### config.mk
export PLATFORM = sky130hd
export DESIGN_NAME = wdt_top
export DESIGN_NICKNAME = d
export VERILOG_FILES = /design/src/wdt_pkg.sv /design/src/clk_prescaler.sv /design/src/wdt_bus_fsm.sv /design/src/wdt_regs.sv /design/src/wdt_counter.sv /design/src/wdt_top.sv
export SDC_FILE = /design/constraint.sdc
export NUM_CORES = 1
export LEC_CHECK = 0
export BUFFER_PORTS_ARGS = -buffer_cell sky130_fd_sc_hd__buf_2
export CAP_MARGIN = 40
export CORE_MARGIN = 5
export CORE_UTILIZATION = 61
export CTS_CLUSTER_SIZE = 10
export DETAILED_ROUTE_END_ITERATION = 7
export GPL_TIMING_DRIVEN = 0
export PLACE_DENSITY = 0.84
export SLEW_MARGIN = 20
export SYNTH_ARGS = -nofsm -noshare
export SYNTH_HDL_FRONTEND = slang
export SYNTH_SLANG_ARGS = --single-unit
### constraint.sdc
create_clock -name CLK -period 3.2 [get_ports CLK]
set_input_delay 0 -clock CLK [delete_from_list [all_inputs] [get_ports CLK]]
set_output_delay 0 -clock CLK [all_outputs]
set_load 0.1 [all_outputs]
### src/wdt_pkg.sv
package wdt_pkg;

	// Bus widths
	localparam int ADDR_W = 2;
	localparam int DATA_W = 16;

	typedef logic [ADDR_W-1:0] addr_t;
	typedef logic [DATA_W-1:0] word_t;
	typedef logic [7:0]        byte_t;

	// Register offsets
	localparam addr_t ADDR_TCSR_TCNT_W = 2'd0;
	localparam addr_t ADDR_TCNT_R      = 2'd1;
	localparam addr_t ADDR_RSTCSR      = 2'd2;

	// Upper byte write keys
	localparam byte_t KEY_TCSR = 8'hA5;
	localparam byte_t KEY_TCNT = 8'h5A;

	// TCSR layout
	localparam int TCSR_OVF_BIT = 7;
	localparam int TCSR_WT_BIT  = 6;
	localparam int TCSR_TME_BIT = 5;
	localparam int CKS_W        = 3;

	// RSTCSR layout
	localparam int RSTCSR_WOVF_BIT = 7;

	// Prescaler
	localparam int PRESC_W  = 13;
	localparam int NUM_TAPS = 8;

	// Low count bits that must be all ones, per CKS value
	localparam int PRESC_TAPS [NUM_TAPS] = '{1, 6, 7, 8, 9, 10, 12, 13};

	typedef logic [NUM_TAPS-1:0] tap_vec_t;

	// WDTOVF_N low time in clocks
	localparam int WDTOVF_CYCLES = 32;
	localparam int WDTOVF_CNT_W  = $clog2(WDTOVF_CYCLES);

	typedef enum logic [1:0] {
		ST_IDLE,
		ST_ACCESS,
		ST_DONE
	} bus_state_e;

	typedef enum logic [1:0] {
		SEL_TCSR_TCNT,
		SEL_TCNT,
		SEL_RSTCSR,
		SEL_NONE
	} reg_sel_e;

endpackage

### src/clk_prescaler.sv
`timescale 1ns/1ps

module clk_prescaler
	import wdt_pkg::*;
(
	input  logic     CLK,
	input  logic     RST_N,
	output tap_vec_t taps
);

	logic [PRESC_W-1:0] div_cnt;
	tap_vec_t           tap_hit;

	// Free running divider
	always_ff @(posedge CLK or negedge RST_N) begin
		if (!RST_N) begin
			div_cnt <= '0;
		end
		else begin
			div_cnt <= div_cnt + 1'b1;
		end
	end

	// Tap k fires when its low count bits are all ones
	for (genvar k = 0; k < NUM_TAPS; k++) begin : g_tap
		assign tap_hit[k] = &div_cnt[PRESC_TAPS[k]-1:0];
	end

	always_ff @(posedge CLK or negedge RST_N) begin
		if (!RST_N) begin
			taps <= '0;
		end
		else begin
			taps <= tap_hit;
		end
	end

endmodule

### src/wdt_bus_fsm.sv
`timescale 1ns/1ps

module wdt_bus_fsm
	import wdt_pkg::*;
(
	input  logic     CLK,
	input  logic     RST_N,

	input  logic     req,
	input  logic     we,
	input  addr_t    addr,
	input  word_t    wdata,
	output logic     busy,
	output logic     ack,
	output word_t    rdata,

	output logic     acc,
	output logic     acc_we,
	output reg_sel_e acc_sel,
	output word_t    acc_wdata,
	input  word_t    reg_rdata
);

	bus_state_e state;
	reg_sel_e   sel_dec;
	logic       take;

	assign take = req && !busy;

	always_comb begin
		case (addr)
			ADDR_TCSR_TCNT_W: sel_dec = SEL_TCSR_TCNT;
			ADDR_TCNT_R:      sel_dec = SEL_TCNT;
			ADDR_RSTCSR:      sel_dec = SEL_RSTCSR;
			default:          sel_dec = SEL_NONE;
		endcase
	end

	// Request fields, held until the access is done
	always_ff @(posedge CLK) begin
		if (take) begin
			acc_we    <= we;
			acc_sel   <= sel_dec;
			acc_wdata <= wdata;
		end
	end

	// A pending request shows as busy while still in ST_IDLE
	always_ff @(posedge CLK or negedge RST_N) begin
		if (!RST_N) begin
			state <= ST_IDLE;
			busy  <= 1'b0;
			rdata <= '0;
		end
		else begin
			if (take) begin
				busy <= 1'b1;
			end
			else if (state == ST_ACCESS) begin
				busy <= 1'b0;
			end

			case (state)
				ST_IDLE: begin
					if (busy) begin
						state <= ST_ACCESS;
					end
				end
				ST_ACCESS: begin
					state <= ST_DONE;
					rdata <= reg_rdata;
				end
				ST_DONE: begin
					state <= ST_IDLE;
				end
				default: begin
					state <= ST_IDLE;
				end
			endcase
		end
	end

	assign acc = (state == ST_ACCESS);
	assign ack = (state == ST_DONE);

endmodule

### src/wdt_regs.sv
`timescale 1ns/1ps

module wdt_regs
	import wdt_pkg::*;
(
	input  logic             CLK,
	input  logic             RST_N,

	input  logic             acc,
	input  logic             acc_we,
	input  reg_sel_e         acc_sel,
	input  word_t            acc_wdata,
	output word_t            reg_rdata,

	input  byte_t            tcnt,
	input  logic             it_ovf,
	input  logic             wt_ovf,
	output logic             tme,
	output logic             wt_mode,
	output logic [CKS_W-1:0] cks,
	output logic             tcnt_load,
	output byte_t            tcnt_wdata,
	output logic             iti_irq
);

	byte_t key;
	byte_t low;
	logic  wr;
	logic  tcsr_wr;
	logic  rstcsr_clr;
	logic  ovf;
	logic  wovf;
	byte_t tcsr_val;
	byte_t rstcsr_val;

	assign key = acc_wdata[DATA_W-1:8];
	assign low = acc_wdata[7:0];
	assign wr  = acc && acc_we;

	// Key decode
	assign tcsr_wr    = wr && acc_sel == SEL_TCSR_TCNT && key == KEY_TCSR;
	assign tcnt_load  = wr && acc_sel == SEL_TCSR_TCNT && key == KEY_TCNT;
	assign rstcsr_clr = wr && acc_sel == SEL_RSTCSR && key == KEY_TCSR && low == 8'h00;

	assign tcnt_wdata = low;

	always_ff @(posedge CLK or negedge RST_N) begin
		if (!RST_N) begin
			wt_mode <= 1'b0;
			tme     <= 1'b0;
			cks     <= '0;
			ovf     <= 1'b0;
			wovf    <= 1'b0;
		end
		else begin
			if (tcsr_wr) begin
				wt_mode <= low[TCSR_WT_BIT];
				tme     <= low[TCSR_TME_BIT];
				cks     <= low[CKS_W-1:0];
			end

			// OVF is write-0-to-clear, set wins
			if (it_ovf) begin
				ovf <= 1'b1;
			end
			else if (tcsr_wr && !low[TCSR_OVF_BIT]) begin
				ovf <= 1'b0;
			end

			if (wt_ovf) begin
				wovf <= 1'b1;
			end
			else if (rstcsr_clr) begin
				wovf <= 1'b0;
			end
		end
	end

	assign iti_irq = ovf && !wt_mode;

	always_comb begin
		tcsr_val = '0;
		tcsr_val[TCSR_OVF_BIT] = ovf;
		tcsr_val[TCSR_WT_BIT]  = wt_mode;
		tcsr_val[TCSR_TME_BIT] = tme;
		tcsr_val[CKS_W-1:0]    = cks;

		rstcsr_val = '0;
		rstcsr_val[RSTCSR_WOVF_BIT] = wovf;
	end

	always_comb begin
		case (acc_sel)
			SEL_TCSR_TCNT: reg_rdata = {8'h00, tcsr_val};
			SEL_TCNT:      reg_rdata = {8'h00, tcnt};
			SEL_RSTCSR:    reg_rdata = {8'h00, rstcsr_val};
			default:       reg_rdata = '0;
		endcase
	end

endmodule

### src/wdt_counter.sv
`timescale 1ns/1ps

module wdt_counter
	import wdt_pkg::*;
(
	input  logic             CLK,
	input  logic             RST_N,

	input  tap_vec_t         taps,
	input  logic             tme,
	input  logic             wt_mode,
	input  logic [CKS_W-1:0] cks,
	input  logic             tcnt_load,
	input  byte_t            tcnt_wdata,

	output byte_t            tcnt,
	output logic             it_ovf,
	output logic             wt_ovf,
	output logic             wdtovf_n
);

	logic                    tick;
	logic                    tme_q;
	logic [WDTOVF_CNT_W-1:0] pulse_cnt;

	assign tick = tme && taps[cks];

	// Stopping the timer clears TCNT, a load while stopped is kept
	always_ff @(posedge CLK or negedge RST_N) begin
		if (!RST_N) begin
			tcnt   <= '0;
			tme_q  <= 1'b0;
			it_ovf <= 1'b0;
			wt_ovf <= 1'b0;
		end
		else begin
			tme_q  <= tme;
			it_ovf <= 1'b0;
			wt_ovf <= 1'b0;

			if (tcnt_load) begin
				tcnt <= tcnt_wdata;
			end
			else if (tme_q && !tme) begin
				tcnt <= '0;
			end
			else if (tick) begin
				tcnt <= tcnt + 8'd1;
				if (tcnt == 8'hFF) begin
					it_ovf <= !wt_mode;
					wt_ovf <= wt_mode;
				end
			end
		end
	end

	// WDTOVF_N low pulse
	always_ff @(posedge CLK or negedge RST_N) begin
		if (!RST_N) begin
			wdtovf_n  <= 1'b1;
			pulse_cnt <= '0;
		end
		else begin
			if (wt_ovf) begin
				wdtovf_n  <= 1'b0;
				pulse_cnt <= WDTOVF_CNT_W'(WDTOVF_CYCLES - 1);
			end
			else if (!wdtovf_n) begin
				if (pulse_cnt == '0) begin
					wdtovf_n <= 1'b1;
				end
				else begin
					pulse_cnt <= pulse_cnt - 1'b1;
				end
			end
		end
	end

endmodule

### src/wdt_top.sv
`timescale 1ns/1ps

module wdt_top
	import wdt_pkg::*;
(
	input  logic  CLK,
	input  logic  RST_N,

	input  logic  req,
	input  logic  we,
	input  addr_t addr,
	input  word_t wdata,
	output logic  busy,
	output logic  ack,
	output word_t rdata,

	output logic  iti_irq,
	output logic  wdtovf_n
);

	tap_vec_t         taps;

	logic             acc;
	logic             acc_we;
	reg_sel_e         acc_sel;
	word_t            acc_wdata;
	word_t            reg_rdata;

	byte_t            tcnt;
	byte_t            tcnt_wdata;
	logic             tcnt_load;
	logic             tme;
	logic             wt_mode;
	logic [CKS_W-1:0] cks;
	logic             it_ovf;
	logic             wt_ovf;

	clk_prescaler u_presc (
		.CLK   (CLK),
		.RST_N (RST_N),
		.taps  (taps)
	);

	wdt_bus_fsm u_bus (
		.CLK       (CLK),
		.RST_N     (RST_N),
		.req       (req),
		.we        (we),
		.addr      (addr),
		.wdata     (wdata),
		.busy      (busy),
		.ack       (ack),
		.rdata     (rdata),
		.acc       (acc),
		.acc_we    (acc_we),
		.acc_sel   (acc_sel),
		.acc_wdata (acc_wdata),
		.reg_rdata (reg_rdata)
	);

	wdt_regs u_regs (
		.CLK        (CLK),
		.RST_N      (RST_N),
		.acc        (acc),
		.acc_we     (acc_we),
		.acc_sel    (acc_sel),
		.acc_wdata  (acc_wdata),
		.reg_rdata  (reg_rdata),
		.tcnt       (tcnt),
		.it_ovf     (it_ovf),
		.wt_ovf     (wt_ovf),
		.tme        (tme),
		.wt_mode    (wt_mode),
		.cks        (cks),
		.tcnt_load  (tcnt_load),
		.tcnt_wdata (tcnt_wdata),
		.iti_irq    (iti_irq)
	);

	wdt_counter u_cnt (
		.CLK        (CLK),
		.RST_N      (RST_N),
		.taps       (taps),
		.tme        (tme),
		.wt_mode    (wt_mode),
		.cks        (cks),
		.tcnt_load  (tcnt_load),
		.tcnt_wdata (tcnt_wdata),
		.tcnt       (tcnt),
		.it_ovf     (it_ovf),
		.wt_ovf     (wt_ovf),
		.wdtovf_n   (wdtovf_n)
	);

endmodule

* Yosys cells after proc, flatten, opt, wreduce, memory -nomap -nowiden *
Cells that the tools add are included.

word-level totals
  flip-flop bits (word level) = 83
  latch bits = 0
  memory bits (writable) = 0
  memory bits (read-only) = 0
  input bits = 22
  output and inout port bits = 20
  logic and storage cells = 97
  memories kept = 0

operators by class
  add/sub/neg operators = 3
  multiply operators = 0
  div/mod/pow operators = 0
  order comparisons = 1
  equality and inequality tests = 12
  shifts and indexed selects = 0
  multiplexer cells = 29
  bitwise operators = 0
  reduce and logical (&&, ||, !) cells = 33

operators by type and width
  operator               number
  $mux 8                 3
  $pmux 8 s3             1
  $mux 1                 18
  $eq 8x8->1 const B     2
  $mux 5                 3
  $add 13x1->13 const B  1
  $reduce_and 13->1      1
  $logic_and 1x1->1      12
  $reduce_and 12->1      1
  $reduce_and 10->1      1
  $reduce_and 9->1       1
  $add 8x1->8 const B    1
  $eq 8x7->1 const B     1
  $logic_not 8->1        1
  $reduce_and 8->1       1
  $reduce_and 7->1       1
  $eq 2x1->1 const B     3
  $eq 2x2->1 const B     3
  $logic_not 2->1        3
  $ne 2x1->1 const B     3
  $pmux 2 s3             1
  $reduce_and 6->1       1
  $reduce_bool 2->1      3
  $logic_not 5->1        1
  other kinds (8)        11

* Logic depth before layout (Yosys ltp) *
Gate-level depths: netlist of the first run.

  depth after elaboration = 7
  gate-level depth with buffers = 7

* Modules after synthesis *
Synthesis of the first run repeated with hierarchy kept, for this count alone.

second synthesis, totals
  cells, all modules = 305
  area total of the unflattened synthesis = 3862.5 um2

by module, submodules not included
  module         instances  cells an instance  area an instance (um2)  seq. area each (um2)
  wdt_bus_fsm    1          65                 1343.8                  1046.0
  wdt_counter    1          122                1083.5                  426.7
  clk_prescaler  1          56                 798.3                   525.5
  wdt_regs       1          62                 636.9                   175.2

* Worst setup path before layout of the first run *
No wires, ideal clock.

  path kind = register to register
  from = register u_bus.busy
  to = register u_bus.acc_sel[0], enable pin
  arrival time = 1.814 ns
  required time = 2.802 ns
  slack = 0.987 ns
  stages on the path, launching flop included = 2
  period minus slack after synthesis = 2.213 ns
  cells stage by stage = dfrtp_1 nor2b_1

on the way
  word-level cells in the longest chain between the ends = 2

ends and longest elaborated chain
  element                 RTL line           source
  from (decl)             wdt_bus_fsm.sv:13  output logic busy,
  from (signal assigned)  wdt_bus_fsm.sv:52  busy <= 1'b0;
  from (signal assigned)  wdt_bus_fsm.sv:57  busy <= 1'b1;
  from (signal assigned)  wdt_bus_fsm.sv:60  busy <= 1'b0;
  $logic_not 1->1         wdt_bus_fsm.sv:28  assign take = req && !busy;
  $logic_and 1x1->1       wdt_bus_fsm.sv:28
  named net u_bus.take    wdt_bus_fsm.sv:26  logic take;
  to (signal assigned)    wdt_bus_fsm.sv:43  acc_sel <= sel_dec;
  to (decl)               wdt_bus_fsm.sv:19  output reg_sel_e acc_sel,

The timed path passes the listed nets, and every way through them passes these cells.
A chain may end at the register's enable or synchronous reset.

* Worst setup path in the final report of the first run *
  from = register u_bus.acc_wdata[8]
  to = register u_cnt.tcnt[6]

on the way
  word-level cells in the longest chain between the ends = 3

ends and longest elaborated chain
  element                                                       RTL line           source
  from (decl)                                                   wdt_bus_fsm.sv:20  output word_t acc_wdata,
  from (signal assigned)                                        wdt_bus_fsm.sv:44  acc_wdata <= wdata;
  $eq 8x7->1 *                                                  wdt_regs.sv:42     assign tcnt_load = wr && acc_sel == SEL_TCSR_TCNT && key == KEY_TCNT;
  $logic_and 1x1->1 *                                           wdt_regs.sv:42
  $reduce_bool 3->1 (no source line) or $mux 8 (tied branches)  n/a
  to (signal assigned)                                          wdt_counter.sv:42  tcnt <= tcnt_wdata;
  to (signal assigned)                                          wdt_counter.sv:48  tcnt <= tcnt + 8'd1;
  to (decl)                                                     wdt_counter.sv:16  output byte_t tcnt,

Every way passes the cells marked *; elsewhere a longest branch is shown, timed or not.

==> flow_summary.json, run 1 <==
{
  "outcome": "completed",
  "synth_top_area_cell": "dfrtp_1",
  "hpwl_um": 3970,
  "tns_ns": 0,
  "grt_pass1_wl_um": 10200,
  "root_buffer": "clkbuf_8",
  "drv_slew": 0,
  "die_w_um": 82.4,
  "cts.path.max_buffers": 2,
  "r2r_cells": 5,
  "grt_pass1_vias": 2160,
  "hold_class": "input pin to register",
  "coreArea_um2": 5110,
  "drv_cap": 0,
  "ioPinCount": 42,
  "drive_gt1_share_pct": 21.8,
  "holdWs_ns": 0.113,
  "grt.total_usage_pct": 20.5,
  "p_sw_w": 0.000669,
  "p_clk_share_pct": 27.6,
  "antenna_found_initial": 0,
  "drcViolationCount": 0,
  "yosys-top-cells-count": "dfrtp_1 (55), nand2_1 (25), edfxtp_1 (19)",
  "wl_per_cell_um": 14.9,
  "initial_utilization_pct": 62.6,
  "clkSinkCount": 75,
  "post_cts_buffers": 0,
  "period_share_pct": 59.2,
  "nets": 351,
  "ys_warn_count": 0,
  "synth_area_leaders": "dfrtp_1 (43%), edfxtp_1 (18%), xnor2_1 (3.0%)",
  "rsz0062_at_grt": "no",
  "switching_share_pct": 31.7,
  "fin_crit_ns": 1.89,
  "synth.distinct_cells": 47,
  "reg2reg_from": "u_bus.acc_wdata[8]$_DFFE_PP_",
  "fin_skew_ns": 0.00911,
  "seqPwrFrac_pct": 52.9,
  "cp_data_required_time_ns": 3.40,
  "hold_depth": 2,
  "vias": 2093,
  "synth-edff-count": 19,
  "ys.flop_type": "dfrtp_1",
  "drt-initial-drc-count": 105,
  "fmax_ghz": 0.528,
  "endpoint_kind": "register",
  "comb_power_share_pct": 19.4,
  "area.growth.synth_to_final_pct": 20.0,
  "yosysMostFrequentCell": "dfrtp_1",
  "clk_pin_slew_worst_paths_ns": 0.08,
  "grt_max_degree": 57,
  "hold_start": "req",
  "finalInstanceArea_um2": 3840,
  "path_class": "register to register",
  "postPlaceCellArea_um2": 3480,
  "dieArea_um2": 6790,
  "ys_seq_area_share_pct": 61.7,
  "max-slew-margin-rel_pct": 54.4,
  "r2r_slack_ns": 1.31,
  "reg2reg_to": "u_cnt.tcnt[6]$_DFFE_PN0P_",
  "postSynthCellCount": 255,
  "port_buffers": 31,
  "drtPass1Iterations": 4,
  "antenna_left": 0,
  "cp-start-kind": "register",
  "internal_power_w": 0.00144,
  "hold_violations": 0,
  "cp_max_fo": 10,
  "synth_top_area_share_pct": 43.0,
  "setup_viol_count_final": 0,
  "clock_latency_ns": 0.34,
  "worst_pin_slew_ns": 0.683,
  "cts_inserted_buffers": 9,
  "dp_cells": 364,
  "leakage_nw": 1.80,
  "synthArstFlopShare_pct": 74.7,
  "detail_route.wirelength_um": 5980,
  "gp_congestion": 0.899,
  "power_w": 0.00211,
  "min_to": "u_bus.acc_we$_DFFE_PP_",
  "gr-total-overflow": 0,
  "die_height_um": 82.4,
  "avgSynthCellArea_um2": 12.5,
  "power_density_nw_per_um2": 550,
  "instances_no_fill": 400,
  "cp.arrival_ns": 2.10,
  "num_rows": 26,
  "htreeDepth": 3,
  "cts_tree": "yes",
  "ys_seq_elements": 75,
  "irDropWorstVdd_uv": 391,
  "synth_area_um2": 3200,
  "vias_per_cell": 5.23,
  "antennaDiodeCount": 0
}
[critical path, cell delays in order, from the launching register on]
cell      delay, ns
edfxtp_1       0.40
nor4bb_1       0.47
a41o_1         0.49
nor2_1         0.09
a21oi_1        0.18
o311ai_2       0.12
[cell type report]
| cell class | count | area [um^2] |
|---|---|---|
| Clock inverter | 5 | 21.3 |
| Fill cell | 332 | 1270 |
| Buffer | 14 | 95.1 |
| Multi-Input combinational cell | 163 | 1120 |
| Timing Repair Buffer | 52 | 369 |
| Sequential cell | 75 | 1970 |
| Tap cell | 70 | 87.6 |
| Clock buffer | 11 | 131 |
| Inverter | 10 | 37.5 |
[routing by layer]
metal | vias to the layer above | global-route usage, % | wire (um)
met2 | 57 | 33.3 | 2870
met4 | 0 | 9.30 | 104
met1 | 1017 | 26.3 | 2740
met5 | - | 0 | 0
li1 | 1005 | - | -
met3 | 14 | 4.45 | 260
[cell families (layout without fill, tap and decap cells)]
| logic type | Yosys count | count (layout) | synth area share [%] |
|---|---|---|---|
| compound gates | 27 | 27 | 6.14 |
| simple gates | 90 | 90 | 16.0 |
| other cells | 1 | 8 | 0.117 |
| flops | 75 | 75 | 61.7 |
| xor+xnor | 19 | 19 | 5.20 |
| mux | 15 | 15 | 5.16 |
| buf+inv | 24 | 92 | 4.15 |
| fa+ha+maj | 4 | 4 | 1.57 |
[through the flow]
stage               utilization, %  setup WS, ns
CTS                           75.1          1.34
detailed placement            68.2          1.36
global route                  75.1          1.20
finish                        75.1          1.31
global placement              67.9          1.22
floorplan                        -         0.987
[placed cells by master (no fill, tap or decap), drive strengths merged, types with 9 or more instances in the layout]
| master | instances |
|---|---|
| inv | 10 |
| xnor2 | 11 |
| o21ai | 15 |
| nor2 | 15 |
| nand2 | 25 |
| edfxtp | 19 |
| dlygate4sd3 | 20 |
| dfrtp | 55 |
| buf | 43 |
| clkbuf | 14 |
| mux2i | 9 |
[power groups by stage]
stage	clock network, W	registers (W)	logic [W]
after CTS	0.000596	0.00111	0.000409
after global routing	0.000652	0.00112	0.000436
after floorplan	0	0.00122	0.000201
final	0.000583	0.00112	0.000410
after global placement	0	0.00113	0.000371
after detailed placement	0	0.00113	0.000390
[registers in the layout, indices dropped and copies added, names as in the netlist, 2 cells and up]
name             cells
u_bus.rdata          8
u_presc.div_cnt     13
u_cnt.tcnt           8
u_presc.taps         8
u_bus.state          2
u_regs.cks           3
u_bus.acc_wdata     16
u_cnt.pulse_cnt      5
u_bus.acc_sel        2
[worst max path at each step]
stage / slack (ns) / cells after the start / end / start
after global routing: 1.20 / 6 / u_cnt.tcnt[6]$_DFFE_PN0P_ / u_bus.acc_sel[0]$_DFFE_PP_
after floorplan: 0.99 / 1 / u_bus.acc_sel[0]$_DFFE_PP_ / u_bus.busy$_DFFE_PN0P_
after detailed placement: 1.36 / 5 / u_cnt.tcnt[6]$_DFFE_PN0P_ / u_bus.acc_wdata[8]$_DFFE_PP_
final: 1.31 / 5 / u_cnt.tcnt[6]$_DFFE_PN0P_ / u_bus.acc_wdata[8]$_DFFE_PP_
after CTS: 1.34 / 5 / u_cnt.tcnt[6]$_DFFE_PN0P_ / u_bus.acc_wdata[8]$_DFFE_PP_
after global placement: 1.22 / 1 / u_bus.acc_wdata[1]$_DFFE_PP_ / u_bus.busy$_DFFE_PN0P_
[timing repair]
action | CTS | global route
hold buffers | 20 | 0
endpoints found under the hold margin | 74 | 0
gates resized for setup | 0 | 0
Power figures use the tool's default switching activity.
==> run 2, diff against run 1 <==
Settings changed: CORE_UTILIZATION 61 to 57, PLACE_DENSITY 0.84 to 0.79.
Clock period 3.2 ns to 1.8 ns, I/O delays scaled along.
==> flow_summary.json, run 2 (synthesized netlist as in run 1, its figures left out) <==
{
  "layout_setup_ws_ns": 0.147,
  "area.growth.synth_to_final_pct": 21.4,
  "cp_slowest_cell": "dfrtp_1",
  "setup_viol_count_final": 0,
  "dieArea_um2": 7210,
  "hpwl_um": 3960,
  "largest_registers": "u_bus.acc_wdata (16), u_presc.div_cnt (13)",
  "met2_length_um": 2740,
  "endpoint_kind": "register",
  "cts_inserted_buffers": 9,
  "path_class": "register to register",
  "die_w_um": 84.9,
  "cp-start-kind": "register",
  "fmax_ghz": 0.605,
  "clock_latency_ns": 0.35,
  "gp_congestion": 0.884,
  "place_ws_ns": -0.00140,
  "antenna_found_initial": 0,
  "wl_per_cell_um": 14.6,
  "cp_data_required_time_ns": 2.03,
  "leakage_nw": 1.83,
  "port_buffers": 31,
  "period_share_pct": 91.8,
  "outcome": "completed",
  "drtPass1Iterations": 6,
  "routed.top_layer": "met4",
  "antennaDiodeCount": 0,
  "htreeDepth": 3,
  "drive_gt1_share_pct": 24.0,
  "drt-initial-drc-count": 108,
  "worst_pin_slew_ns": 0.691,
  "tns_ns": 0,
  "power_w": 0.00392,
  "drcViolationCount": 0,
  "ioPinCount": 42,
  "num_rows": 27,
  "mostFrequentLayoutCell": "dfrtp_1",
  "grt_pass1_wl_um": 10100,
  "cp.arrival_ns": 1.88,
  "fin_skew_ns": 0.00680,
  "largest_reg_flops": 16,
  "cts.path.max_buffers": 2,
  "clk_pin_slew_worst_paths_ns": 0.07,
  "clkSinkCount": 75,
  "vias": 2088,
  "irDropWorstVdd_uv": 846,
  "cp_max_fo": 6,
  "nets": 350,
  "root_buffer": "clkbuf_8",
  "wl_met3_um": 332,
  "max-slew-margin-rel_pct": 53.9,
  "hold_class": "input pin to register",
  "grt.total_usage_pct": 18.1,
  "grt_max_degree": 57,
  "fin_crit_ns": 1.65,
  "gr-total-overflow": 0,
  "hold_violations": 0,
  "path_cells": "buf_6, mux2_4, o221ai_4, nor3_1, xnor2_1, o21ai_1",
  "layout.cells.most_common_list": "dfrtp_1 (54), buf_2 (31), nand2_1 (25)",
  "antenna_left": 0,
  "coreArea_um2": 5470,
  "slowest_delay_ns": 0.38,
  "drv_cap": 0,
  "crit_family": "compound AO/OA/AOI/OAI gates",
  "cts_tree": "yes",
  "regMostFlops": "u_bus.acc_wdata",
  "detail_route.wirelength_um": 5870,
  "grt_pass1_vias": 2121,
  "vias_per_cell": 5.21,
  "wl_met1_um": 2640,
  "path_buf_inv": 1,
  "power_density_nw_per_um2": 1010,
  "drv_slew": 0,
  "initial_utilization_pct": 58.4,
  "die_height_um": 84.9
}
[run 2: changes by cell type in the layout (fill, tap and decap cells not counted), sizes merged]
cell	delta
clkbuf	-1
clkinv	-1
buf	-1
bufinv	+1
clkinvlp	+1
[run 2: path summary, 6_finish.rpt]
path | from | to | slack, ns | cells after the start
max in group asynchronous | RST_N | u_presc.div_cnt[0]$_DFF_PN0_ | 1.06 | 2
hold reg to reg | u_cnt.it_ovf$_DFF_PN0_ | u_regs.ovf$_DFFE_PN0P_ | 0.44 | 1
min in group asynchronous | RST_N | u_bus.state[1]$_DFFE_PN0P_ | 0.24 | 2
setup / recovery | u_regs.cks[0]$_DFFE_PN0P_ | u_cnt.tcnt[7]$_DFFE_PN0P_ | 0.15 | 6
hold / removal | req | u_bus.acc_sel[0]$_DFFE_PP_ | 0.15 | 2
setup reg to reg | u_regs.cks[0]$_DFFE_PN0P_ | u_cnt.tcnt[7]$_DFFE_PN0P_ | 0.15 | 6
[run 2: area by class of cell]
cell class	instances	area [um^2]
plain buffers	14	95.1
fillers	396	1590
flip-flops and latches	75	1970
clock inverters	6	56.3
multi-input cells	163	1140
inverters	10	37.5
well taps	72	90.1
repair buffers	51	358
clock buffers	10	128
[run 2: repair_timing]
item / 4_1_cts / 5_1_grt
setup endpoints to repair: 1 / 11
endpoints found under the hold margin: 74 / 0
hold buffers: 20 / 0
gates resized for setup: 1 / 5
setup buffers: 0 / 0
[run 2: worst register-to-register path, cell delays in order (launching register included)]
cell and delay (ns):
dfrtp_1 0.38, buf_6 0.14, mux2_4 0.31, o221ai_4 0.32, nor3_1 0.14, xnor2_1 0.17
o21ai_1 0.07
[run 2: power breakdown]
part           internal, W  total, W  switching, W
Sequential         0.00190   0.00199     0.0000932
Clock             0.000628   0.00121      0.000586
Combinational     0.000175  0.000718      0.000543
[run 2: metrics by stage]
step	hold WS (ns)	utilization (%)	std cells	cell area [um^2]
2_1_floorplan	-0.296	-	262	3230
3_3_place_gp	0.170	63.5	365	3480
3_5_place_dp	0.0859	63.6	365	3480
4_1_cts	0.140	70.6	401	3860
5_1_grt	0.143	71.0	401	3880
6_report	0.147	71.0	401	3880
[run 2: layer usage]
layer	GRT usage, %	up-vias
met1	23.8	1012
met5	0	-
met4	8.92	0
li1	-	1004
met3	4.95	15
met2	27.6	57
==> run 3, diff against run 2 <==
==> constraint.sdc (replaced) <==
create_clock -name CLK -period 1.8 [get_ports CLK]
set_input_delay 0 -clock CLK [delete_from_list [all_inputs] [get_ports CLK]]
set_output_delay 0 -clock CLK [all_outputs]
set_load 0.01 [all_outputs]
==> flow_summary.json, run 3 (synthesized netlist as in run 1, its figures left out) <==
{
  "cp.arrival_ns": 1.87,
  "drtPass1Iterations": 4,
  "antenna_left": 0,
  "cp_max_fo": 6,
  "path_class": "register to register",
  "tns_ns": 0,
  "slowest_delay_ns": 0.37,
  "crit_family": "compound AO/OA/AOI/OAI gates",
  "vias_per_cell": 5.07,
  "area.growth.synth_to_final_pct": 22.2,
  "power_w": 0.00376,
  "antennaDiodeCount": 0,
  "port_buffers": 31,
  "drive_gt1_share_pct": 23.6,
  "antenna_found_initial": 0,
  "layout_setup_ws_ns": 0.158,
  "grt_pass1_vias": 2048,
  "drt-initial-drc-count": 98,
  "cp_slowest_cell": "dfrtp_1",
  "rsz0062_at_grt": "no",
  "setup_viol_count_final": 0,
  "wl_per_cell_um": 14.0,
  "fmax_ghz": 0.609,
  "regMostFlops": "u_bus.acc_wdata",
  "gp_congestion": 0.903,
  "cts_tree": "yes",
  "drcViolationCount": 0,
  "cts_inserted_buffers": 9,
  "period_share_pct": 91.2,
  "mostFrequentLayoutCell": "dfrtp_1",
  "gr-total-overflow": 0,
  "grt_max_degree": 57,
  "nFillCells": 393,
  "htreeDepth": 3,
  "largest_reg_flops": 16,
  "layout.cells.most_common_list": "dfrtp_1 (55), buf_2 (31), nand2_1 (25)",
  "hold_class": "input pin to register",
  "worst_pin_slew_ns": 0.669,
  "coreArea_um2": 5470,
  "hold_violations": 0,
  "fin_skew_ns": 0.00867,
  "path_buf_inv": 1,
  "root_buffer": "clkbuf_8",
  "outcome": "completed",
  "irDropWorstVdd_uv": 595,
  "fin_crit_ns": 1.64,
  "path_cells": "buf_6, mux2_4, o221ai_4, nor3_1, xnor2_1, o21ai_1",
  "num_rows": 27,
  "max-slew-margin-rel_pct": 55.4,
  "clk_pin_slew_worst_paths_ns": 0.08,
  "cts.path.max_buffers": 2,
  "initial_utilization_pct": 58.4,
  "clock_latency_ns": 0.34,
  "ioPinCount": 42,
  "hpwl_um": 3720,
  "clkSinkCount": 75,
  "endpoint_kind": "register",
  "dieArea_um2": 7210,
  "cp_data_required_time_ns": 2.03,
  "vias": 2045,
  "power_density_nw_per_um2": 962,
  "grt.total_usage_pct": 17.0,
  "drv_slew": 0,
  "leakage_nw": 1.83,
  "nets": 352,
  "die_height_um": 84.9,
  "die_w_um": 84.9,
  "grt_pass1_wl_um": 9640,
  "cp-start-kind": "register",
  "place_ws_ns": 0.0593,
  "drv_cap": 0,
  "largest_registers": "u_bus.acc_wdata (16), u_presc.div_cnt (13)",
  "detail_route.wirelength_um": 5650
}
run 3: cell count changes in the layout (fill, tap and decap cells not counted), sizes merged:
| cell | previous run | this run |
|---|---|---|
| clkinvlp | 1 | 0 |
| bufinv | 1 | 2 |
| buf | 42 | 44 |
| clkbuf | 13 | 14 |
| clkinv | 4 | 3 |
run 3: metal layers:
layer / global-route usage (%) / vias up / wire length [um]
met2: 25.6 / 49 / 2650
met3: 5.05 / 12 / 303
met5: 0 / - / 0
li1: - / 1015 / -
met4: 7.91 / 0 / 119
met1: 22.9 / 969 / 2570
run 3: final timing paths:
path,start,to,slack [ns],cells past startpoint
min in group asynchronous,RST_N,u_bus.rdata[6]$_DFFE_PN0N_,0.26,2
hold reg to reg,u_cnt.it_ovf$_DFF_PN0_,u_regs.ovf$_DFFE_PN0P_,0.43,1
setup reg to reg,u_regs.cks[0]$_DFFE_PN0P_,u_cnt.tcnt[7]$_DFFE_PN0P_,0.16,6
hold / removal,req,u_bus.busy$_DFFE_PN0P_,0.09,3
max in group asynchronous,RST_N,u_presc.div_cnt[11]$_DFF_PN0_,1.10,2
setup / recovery,u_regs.cks[0]$_DFFE_PN0P_,u_cnt.tcnt[7]$_DFFE_PN0P_,0.16,6
run 3: cell type report:
cell class                      count  area (um^2)  area share (%)
Inverter                           10         37.5           0.960
Clock inverter                      5         77.6            1.98
Sequential cell                    75         1970            50.5
Multi-Input combinational cell    163         1130            28.8
Buffer                             14         95.1            2.43
Tap cell                           72         90.1            2.30
Timing Repair Buffer               53          377            9.64
Clock buffer                       11          131            3.36
run 3: what timing repair did:
item / 4_1_cts / 5_1_grt
setup endpoints to repair: 0 / 8
setup buffers: 0 / 1
hold buffers: 20 / 0
hold endpoints to repair: 74 / 0
resized for setup: 0 / 3
run 3: tightest hold or removal path, cell delays in order:
cell and delay, ns:
buf_2 0.07, nor2b_2 0.22, a21o_1 0.10
run 3: through the flow:
stage	hold WS [ns]	instances	util [%]	instance area [um^2]
final	0.0855	403	71.4	3910
after CTS	0.0705	402	71.2	3890
after global routing	0.0831	403	71.4	3910
after global placement	0.170	365	63.4	3470
after floorplan	-0.296	262	-	3220
after detailed placement	0.0875	366	63.7	3490
run 3: power by group:
group	total (W)	internal (W)	switching (W)	leakage, nW
sequential	0.00198	0.00190	0.0000873	0.932
clock	0.00137	0.000777	0.000589	0.105
combinational	0.000408	0.000181	0.000228	0.790
